===== config.mk =====
export PLATFORM = sky130hd
export DESIGN_NAME = instr_fill
export DESIGN_NICKNAME = d
export VERILOG_FILES = /design/src/logic/boot_pkg.sv /design/src/logic/mem_pkg.sv /design/src/logic/instr_fill.sv /design/src/logic/fill_ctrl.sv /design/src/logic/line_assembler.sv /design/src/logic/beat_counter.sv /design/src/logic/word_rom.sv
export SDC_FILE = /design/constraint.sdc
export NUM_CORES = 1
export LEC_CHECK = 0
export BUFFER_PORTS_ARGS = -buffer_cell sky130_fd_sc_hd__buf_2
export CAP_MARGIN = 20
export CORE_AREA = 2 2 209 211
export CTS_CLUSTER_DIAMETER = 80
export DETAILED_ROUTE_END_ITERATION = 8
export DIE_AREA = 0 0 211 213
export PLACE_DENSITY = 0.44
export SLEW_MARGIN = 20
export SYNTH_ARGS = -nofsm -noshare
export SYNTH_HDL_FRONTEND = slang
export SYNTH_SLANG_ARGS = --single-unit

===== constraint.sdc =====
create_clock -name clk -period 2.8 [get_ports clk]
set_clock_uncertainty 0.05 [all_clocks]
set_input_delay 0.28 -clock clk [delete_from_list [all_inputs] [get_ports clk]]
set_output_delay 0.28 -clock clk [all_outputs]
set_load 0.03 [all_outputs]

===== src/dv/boot_image.hex =====
// One 32-bit instruction word per line in hex, ROM word 0 first.
00000297
02028293
30529073
00000093
00000113
00000193
00000213
00000293
00000313
00000393
00000413
00000493
00000513
00000593
00000613
00000693
00000713
00000793
00000813
00000893
00000913
00000993
00000a13
00000a93
00000b13
00000b93
00000c13
00000c93
00000d13
00000d93
00000e13
00000e93
00000f13
00000f93
10000537
00050513
000015b7
80058593
00b50633
00062683
00d62023
00460613
fec5cae3
00100713
00e52023
20000637
00060613
00062703
00177713
fe070ce3
00462783
00f52223
00150513
fe5ff06f
30200073
10500073
0ff0000f
0000100f
00008067
00000013
34102573
34202673
00000073
0000006f


===== src/logic/boot_pkg.sv =====
package boot_pkg;

	// ----------------------------------------------------------------------
	// Boot ROM image
	// ----------------------------------------------------------------------
	localparam int rom_depth  = 64;
	localparam int rom_addr_w = $clog2(rom_depth);

	typedef logic [rom_addr_w-1:0] rom_addr_t;

	localparam logic [31:0] boot_base  = 32'h0000_0020; // Word 8 of line 0.
	localparam string       boot_image = "/design/src/dv/boot_image.hex";

	// ----------------------------------------------------------------------
	// Line fill sequencing
	// ----------------------------------------------------------------------
	typedef enum logic [1:0] {
		st_wait,    // Idle between lines.
		st_read,    // ROM address presented.
		st_capture  // ROM word written into the line.
	} fill_state_t;

endpackage


===== src/logic/mem_pkg.sv =====
package mem_pkg;

	// ----------------------------------------------------------------------
	// Word and line geometry
	// ----------------------------------------------------------------------
	localparam int word_w         = 32;
	localparam int words_per_line = 16;
	localparam int line_w         = word_w * words_per_line; // 512 bits per cache line.
	localparam int beat_w         = $clog2(words_per_line);
	localparam int word_off_w     = $clog2(word_w / 8);      // Byte offset inside a word.
	localparam int line_off_w     = $clog2(line_w / 8);      // Byte offset inside a line.
	localparam int line_addr_w    = 32 - line_off_w;         // Byte address bits 31 to 6.
	localparam int word_addr_w    = 32 - word_off_w;         // Byte address bits 31 to 2.

	// ----------------------------------------------------------------------
	// Vector types
	// ----------------------------------------------------------------------
	typedef logic [word_w-1:0]      word_t;      // One instruction.
	typedef logic [line_w-1:0]      line_t;      // One cache line, slot 0 in the low bits.
	typedef logic [line_addr_w-1:0] line_addr_t;
	typedef logic [word_addr_w-1:0] word_addr_t; // Global word position.
	typedef logic [beat_w-1:0]      beat_t;      // Word index within a line.

endpackage

===== src/logic/instr_fill.sv =====
`timescale 1ns/1ps

module instr_fill (
	input  logic                clk,
	input  logic                rstn,
	input  logic                stall,
	input  logic                line_req,
	output logic                line_valid,
	output mem_pkg::line_t      line_data,
	output mem_pkg::line_addr_t line_addr
);

	import mem_pkg::*;
	import boot_pkg::*;

	logic      capture;
	logic      last_beat;
	logic      in_range;
	beat_t     beat;
	rom_addr_t rom_addr;
	word_t     rom_word;

	// ----------------------------------------------------------------------
	// Sequencing
	// ----------------------------------------------------------------------
	fill_ctrl u_fill_ctrl (
		.clk        (clk),
		.rstn       (rstn),
		.stall      (stall),
		.line_req   (line_req),
		.last_beat  (last_beat),
		.capture    (capture),
		.line_valid (line_valid)
	);

	beat_counter u_beat_counter (
		.clk       (clk),
		.rstn      (rstn),
		.capture   (capture),
		.beat      (beat),
		.last_beat (last_beat),
		.line_addr (line_addr),
		.rom_addr  (rom_addr),
		.in_range  (in_range)
	);

	// ----------------------------------------------------------------------
	// Data path
	// ----------------------------------------------------------------------
	word_rom u_word_rom (
		.clk  (clk),
		.addr (rom_addr),
		.data (rom_word)
	);

	line_assembler u_line_assembler (
		.clk       (clk),
		.rstn      (rstn),
		.capture   (capture),
		.beat      (beat),
		.in_range  (in_range),
		.rom_word  (rom_word),
		.line_data (line_data)
	);

endmodule


===== src/logic/fill_ctrl.sv =====
`timescale 1ns/1ps

module fill_ctrl (
	input  logic clk,
	input  logic rstn,
	input  logic stall,
	input  logic line_req,
	input  logic last_beat,
	output logic capture,
	output logic line_valid
);

	import boot_pkg::*;

	fill_state_t state_q;
	fill_state_t state_d;
	logic        boot_q;   // Set until the boot line has been started.
	logic        valid_q;  // Line completed at the last active edge.
	logic        start;

	assign start = boot_q | line_req;

	// ----------------------------------------------------------------------
	// Next state
	// ----------------------------------------------------------------------
	always_comb begin
		state_d = state_q;
		unique case (state_q)
			st_wait: begin
				// The ROM keeps reading beat 0 while idle, so the start edge
				// also serves as the read for the first word.
				if (start) begin
					state_d = st_capture;
				end
			end
			st_read: begin
				state_d = st_capture;
			end
			st_capture: begin
				if (last_beat) begin
					state_d = st_wait;
				end
				else begin
					state_d = st_read;
				end
			end
			default: begin
				state_d = st_wait;
			end
		endcase
	end

	// ----------------------------------------------------------------------
	// State registers
	// ----------------------------------------------------------------------
	always_ff @(posedge clk) begin
		if (!rstn) begin
			state_q <= st_wait;
			boot_q  <= 1'b1;
			valid_q <= 1'b0;
		end
		else if (!stall) begin
			state_q <= state_d;
			valid_q <= capture & last_beat;
			if ((state_q == st_wait) && start) begin
				boot_q <= 1'b0;
			end
		end
	end

	assign capture    = (state_q == st_capture) & ~stall;
	assign line_valid = valid_q & ~stall; // Held strobe resumes after the stall.

endmodule


===== src/logic/line_assembler.sv =====
`timescale 1ns/1ps

module line_assembler (
	input  logic           clk,
	input  logic           rstn,
	input  logic           capture,
	input  mem_pkg::beat_t beat,
	input  logic           in_range,
	input  mem_pkg::word_t rom_word,
	output mem_pkg::line_t line_data
);

	import mem_pkg::*;

	word_t slot_word;
	line_t line_q;

	// Holes in the address map read as zero.
	assign slot_word = in_range ? rom_word : '0;

	// ----------------------------------------------------------------------
	// Line register
	// ----------------------------------------------------------------------
	always_ff @(posedge clk) begin
		if (!rstn) begin
			line_q <= '0;
		end
		else if (capture) begin
			for (int i = 0; i < words_per_line; i++) begin
				if (beat == beat_t'(i)) begin
					line_q[i*word_w +: word_w] <= slot_word; // One slot per capture.
				end
			end
		end
	end

	// Slots of the previous line stay visible until they are overwritten.
	assign line_data = line_q;

endmodule


===== src/logic/beat_counter.sv =====
`timescale 1ns/1ps

module beat_counter (
	input  logic                  clk,
	input  logic                  rstn,
	input  logic                  capture,
	output mem_pkg::beat_t        beat,
	output logic                  last_beat,
	output mem_pkg::line_addr_t   line_addr,
	output boot_pkg::rom_addr_t   rom_addr,
	output logic                  in_range
);

	import mem_pkg::*;
	import boot_pkg::*;

	beat_t      beat_q;
	line_addr_t line_addr_q;
	word_addr_t word_pos;   // Word position of the current slot.
	word_addr_t base_pos;   // Word position of the first ROM word.
	word_addr_t word_idx;   // Offset into the ROM, may wrap below zero.

	// ----------------------------------------------------------------------
	// Beat and line address
	// ----------------------------------------------------------------------
	always_ff @(posedge clk) begin
		if (!rstn) begin
			beat_q      <= '0;
			line_addr_q <= boot_base[31:line_off_w];
		end
		else if (capture) begin
			beat_q <= beat_q + 1'b1; // Wraps from 15 back to 0.
			if (last_beat) begin
				line_addr_q <= line_addr_q + 1'b1;
			end
		end
	end

	assign last_beat = (beat_q == beat_t'(words_per_line - 1));
	assign beat      = beat_q;
	assign line_addr = line_addr_q;

	// ----------------------------------------------------------------------
	// ROM address and range check
	// ----------------------------------------------------------------------
	assign word_pos = {line_addr_q, beat_q};
	assign base_pos = boot_base[31:word_off_w];
	assign word_idx = word_pos - base_pos;

	// Below the base the subtraction wraps, so the lower bound is checked
	// on the unsubtracted position.
	assign in_range = (word_pos >= base_pos) && (word_idx < word_addr_t'(rom_depth));
	assign rom_addr = word_idx[rom_addr_w-1:0];

endmodule


===== src/logic/word_rom.sv =====
`timescale 1ns/1ps

module word_rom (
	input  logic                clk,
	input  boot_pkg::rom_addr_t addr,
	output mem_pkg::word_t      data
);

	import mem_pkg::*;
	import boot_pkg::*;

	word_t rom_mem [rom_depth];

	// Image is fixed at build time; there is no write port.
	initial begin
		$readmemh(boot_image, rom_mem);
	end

	// Free running read, so the word for the current address is always
	// one cycle behind it.
	always_ff @(posedge clk) begin
		data <= rom_mem[addr];
	end

endmodule


==> run_summary.xml <==
<?xml version="1.0" encoding="UTF-8"?>
<metrics>
  <group name="floorplan">
    <metric name="initial_util" unit="">0.129</metric>
    <metric name="core_area" unit="sq um">42700</metric>
    <metric name="die_width" unit="um">211</metric>
    <metric name="die_h" unit="um">213</metric>
    <metric name="floorplan.die_area" unit="sq um">44900</metric>
    <metric name="top_level_ports" unit="">543</metric>
    <metric name="placementRows" unit="">76</metric>
  </group>
  <group name="critical_path">
    <metric name="arrival" unit="ps">2300</metric>
    <metric name="critPathMaxFanout" unit="">16</metric>
    <metric name="critPathCaptureType" unit="">flop</metric>
    <metric name="critical_path.cell_chain" unit="">and4_1 -&gt; nand4_1 -&gt; or4_1 -&gt; a21boi_1</metric>
    <metric name="timing.critical_path.slowest_cell_delay" unit="ps">670</metric>
    <metric name="worst_path_max_delay_cell" unit="">or4_1</metric>
    <metric name="worstSetupPathType" unit="">flop to flop</metric>
    <metric name="start_kind" unit="">flop</metric>
    <metric name="critPathRequiredTime" unit="ps">2950</metric>
  </group>
  <group name="drt">
    <metric name="drc" unit="">0</metric>
    <metric name="postRouteWirelength" unit="mm">8.33</metric>
    <metric name="routed_length_per_instance" unit="um">6.59</metric>
    <metric name="route.antenna.remaining_nets" unit="">0</metric>
    <metric name="drt_pre_antenna_iters" unit="">4</metric>
    <metric name="drt_iter0_drc" unit="">43</metric>
    <metric name="routed-via-count" unit="">2657</metric>
    <metric name="via_per_inst" unit="">2.10</metric>
  </group>
  <group name="clock_tree">
    <metric name="clock_sinks" unit="">34</metric>
    <metric name="cts_max_path_buffers" unit="">2</metric>
    <metric name="clock-root-buffer" unit="">clkbuf_16</metric>
    <metric name="clock_latency_reported_for_the_late_side_of_the_worst_skew_pair" unit="ps">270</metric>
    <metric name="post_cts.resized_instances" unit="">0</metric>
    <metric name="cts-buffers-inserted" unit="">5</metric>
    <metric name="cts_tree" unit="">yes</metric>
    <metric name="post_cts_hold_buffer_count" unit="">0</metric>
    <metric name="cts_setup_buffers" unit="">0</metric>
    <metric name="cts_htree_levels" unit="">2</metric>
    <metric name="worst_setup_hold_path_clk_slew" unit="ps">50</metric>
  </group>
  <group name="cells_and_area">
    <metric name="flow.area_growth_from_synthesis" unit="%">-18.0</metric>
    <metric name="multi_input_area" unit="sq um">2830</metric>
    <metric name="layout.area.seq" unit="sq um">681</metric>
    <metric name="n_antenna_cell" unit="">0</metric>
    <metric name="drive_gt1_frac" unit="">0.0586</metric>
    <metric name="filler_cell_count" unit="">4977</metric>
    <metric name="num-nets-final" unit="">722</metric>
  </group>
  <group name="place">
    <metric name="place_hpwl" unit="mm">7.31</metric>
    <metric name="port-buffer-count" unit="">30</metric>
    <metric name="gp_routability_congestion" unit="">0.695</metric>
  </group>
  <group name="run_status">
    <metric name="outcome" unit="">finished clean</metric>
  </group>
  <group name="sta">
    <metric name="max_freq" unit="GHz">0.465</metric>
    <metric name="hold_violations" unit="">0</metric>
    <metric name="timing.final.crit_share" unit="">0.768</metric>
    <metric name="grt_setup_unrepaired" unit="">no</metric>
    <metric name="final_setup_vio_count" unit="">0</metric>
    <metric name="slew_viol_final" unit="">0</metric>
    <metric name="worst_hold_margin" unit="ps">297</metric>
    <metric name="tightest_slew" unit="ps">588</metric>
    <metric name="finalSetupTns" unit="ps">0</metric>
    <metric name="max_slew_margin" unit="">0.607</metric>
    <metric name="finalWorstPathRequiredPeriod" unit="ps">2150</metric>
  </group>
  <group name="global_routing">
    <metric name="number_of_antenna_violations_at_the_first_check_in_global_routing" unit="">0</metric>
    <metric name="grtUsageTotal" unit="">0.0275</metric>
    <metric name="grt_start_max_net_pins" unit="">38</metric>
    <metric name="grt_first_pass_wirelength" unit="mm">8.96</metric>
    <metric name="grt.overflow.total" unit="">0</metric>
    <metric name="first_global_vias" unit="">1446</metric>
  </group>
  <group name="yosys">
    <metric name="synth_commonest_cells" unit="">buf_4, dfxtp_1, and2_1</metric>
    <metric name="ffs_latches_synth" unit="">34</metric>
    <metric name="postSynth.asyncResetShare" unit="">0</metric>
    <metric name="synth_edf_count" unit="">0</metric>
    <metric name="proportion_of_netlist_area_held_by_the_largest_area_contributor" unit="">0.701</metric>
    <metric name="syn_area_per_cell" unit="sq um">7.97</metric>
    <metric name="synth_most_common_cell" unit="">buf_4</metric>
    <metric name="netlist_area" unit="sq um">5490</metric>
    <metric name="yosys_warning_total" unit="">0</metric>
    <metric name="synth.yosys.seq_area_share" unit="">0.124</metric>
    <metric name="synthDistinctLibCells" unit="">40</metric>
    <metric name="synthesis.instances" unit="">688</metric>
    <metric name="synthTopCellsByArea" unit="">buf_4, dfxtp_1, and2_1, a21boi_0, xnor2_1</metric>
    <metric name="netlist.top_cell.by_area" unit="">buf_4</metric>
    <metric name="yosys_most_used_dff" unit="">dfxtp_1</metric>
  </group>
  <group name="power_and_ir_drop">
    <metric name="total_switching_power" unit="uW">1120</metric>
    <metric name="p_clk_frac" unit="">0.278</metric>
    <metric name="switching_share" unit="">0.568</metric>
    <metric name="peakVddDrop" unit="uV">214</metric>
    <metric name="internal_cell_power" unit="uW">853</metric>
    <metric name="power_leakage" unit="uW">0.00245</metric>
    <metric name="power.density" unit="nW/um^2">438</metric>
    <metric name="seq_power_share" unit="">0.250</metric>
    <metric name="comb_power_share" unit="">0.472</metric>
  </group>
  <group name="hold_path">
    <metric name="min_path_type" unit="">primary input to flop</metric>
  </group>
  <group name="run">
    <metric name="max_cap_violations" unit="">0</metric>
  </group>
</metrics>
registers in the layout, indices dropped and copies added, names as in the netlist:
signal                    cells
u_beat_counter.line_addr     26
u_fill_ctrl.valid_q           1
u_beat_counter.beat           4
u_fill_ctrl.boot_q            1
u_fill_ctrl.state_q           2
critical path, delay by kind of cell (launching register included):
| family | cells | cell delay (ps) |
|---|---|---|
| DFF | 1 | 430 |
| AOI/OAI and AO/OA | 1 | 150 |
| and+or+nand+nor | 3 | 1440 |
routing by layer:
metal | up-vias | GRT usage | share of wire
met5 | - | 0 | 0
met4 | 0 | 0.00947 | 0.0089
met3 | 5 | 0.0238 | 0.20
met2 | 249 | 0.0412 | 0.50
met1 | 1193 | 0.0279 | 0.30
li1 | 1210 | - | -
cell type report:
type | count | share of cell area
Sequential cell | 34 | 0.151
Inverter | 3 | 0.00250
Clock buffer | 7 | 0.0317
Clock inverter | 1 | 0.00111
Timing Repair Buffer | 30 | 0.0334
Tap cell | 546 | 0.152
Multi-Input combinational cell | 642 | 0.628
cell families after synthesis:
kind of cell,count (synthesis),synth area share
buf+inv,523,0.710
simple gates,78,0.0924
compound gates,36,0.0449
flops,34,0.124
xor+xnor,10,0.0160
mux,4,0.00730
fa+ha+maj,2,0.00456
other cells,1,0.000683
power by group through the flow:
stage                     Clock [uW]  Combinational [uW]  Sequential (uW)
after global routing             583                 984              493
after CTS                        562                 915              492
final                            548                 932              493
after detailed placement           0                 915              503
after floorplan                    0                1470              502
after global placement             0                 914              503
path summary, 6_finish.rpt:
check	from	endpoint	slack, ps	cells past startpoint
setup / recovery	u_beat_counter.line_addr[8]	u_beat_counter.line_addr[22]	650	4
hold / removal	stall	u_fill_ctrl.boot_q	300	3
setup reg to reg	u_beat_counter.line_addr[8]	u_beat_counter.line_addr[22]	650	4
hold reg to reg	u_fill_ctrl.boot_q	u_fill_ctrl.boot_q	410	2
through the flow:
step                 util  setup slack [ps]  std cells  area (sq um)  power, uW
floorplan               -               940       1199          7400       1970
global placement    0.102               737       1255          4350       1420
detailed placement  0.102               650       1255          4350       1420
CTS                 0.105               639       1263          4500       1970
global route        0.105               452       1263          4500       2060
finish              0.105               648       1263          4500       1970
cells in the final DEF (no fill, tap or decap), types with 6 or more instances in the layout:
| cell | synthesis | layout |
|---|---|---|
| dfxtp_1 | 34 | 34 |
| nand4_1 | 6 | 6 |
| nand2_1 | 11 | 11 |
| or3_1 | 9 | 9 |
| and2_1 | 14 | 14 |
| a21boi_0 | 9 | 9 |
| xnor2_1 | 7 | 7 |
| nand3_1 | 8 | 8 |
| buf_2 | 3 | 30 |
| conb_1 | 1 | 512 |
| nor2b_1 | 6 | 6 |
| o31ai_1 | 6 | 6 |
| o21ai_0 | 9 | 9 |
No activity file was read; power rests on OpenSTA's default activity.
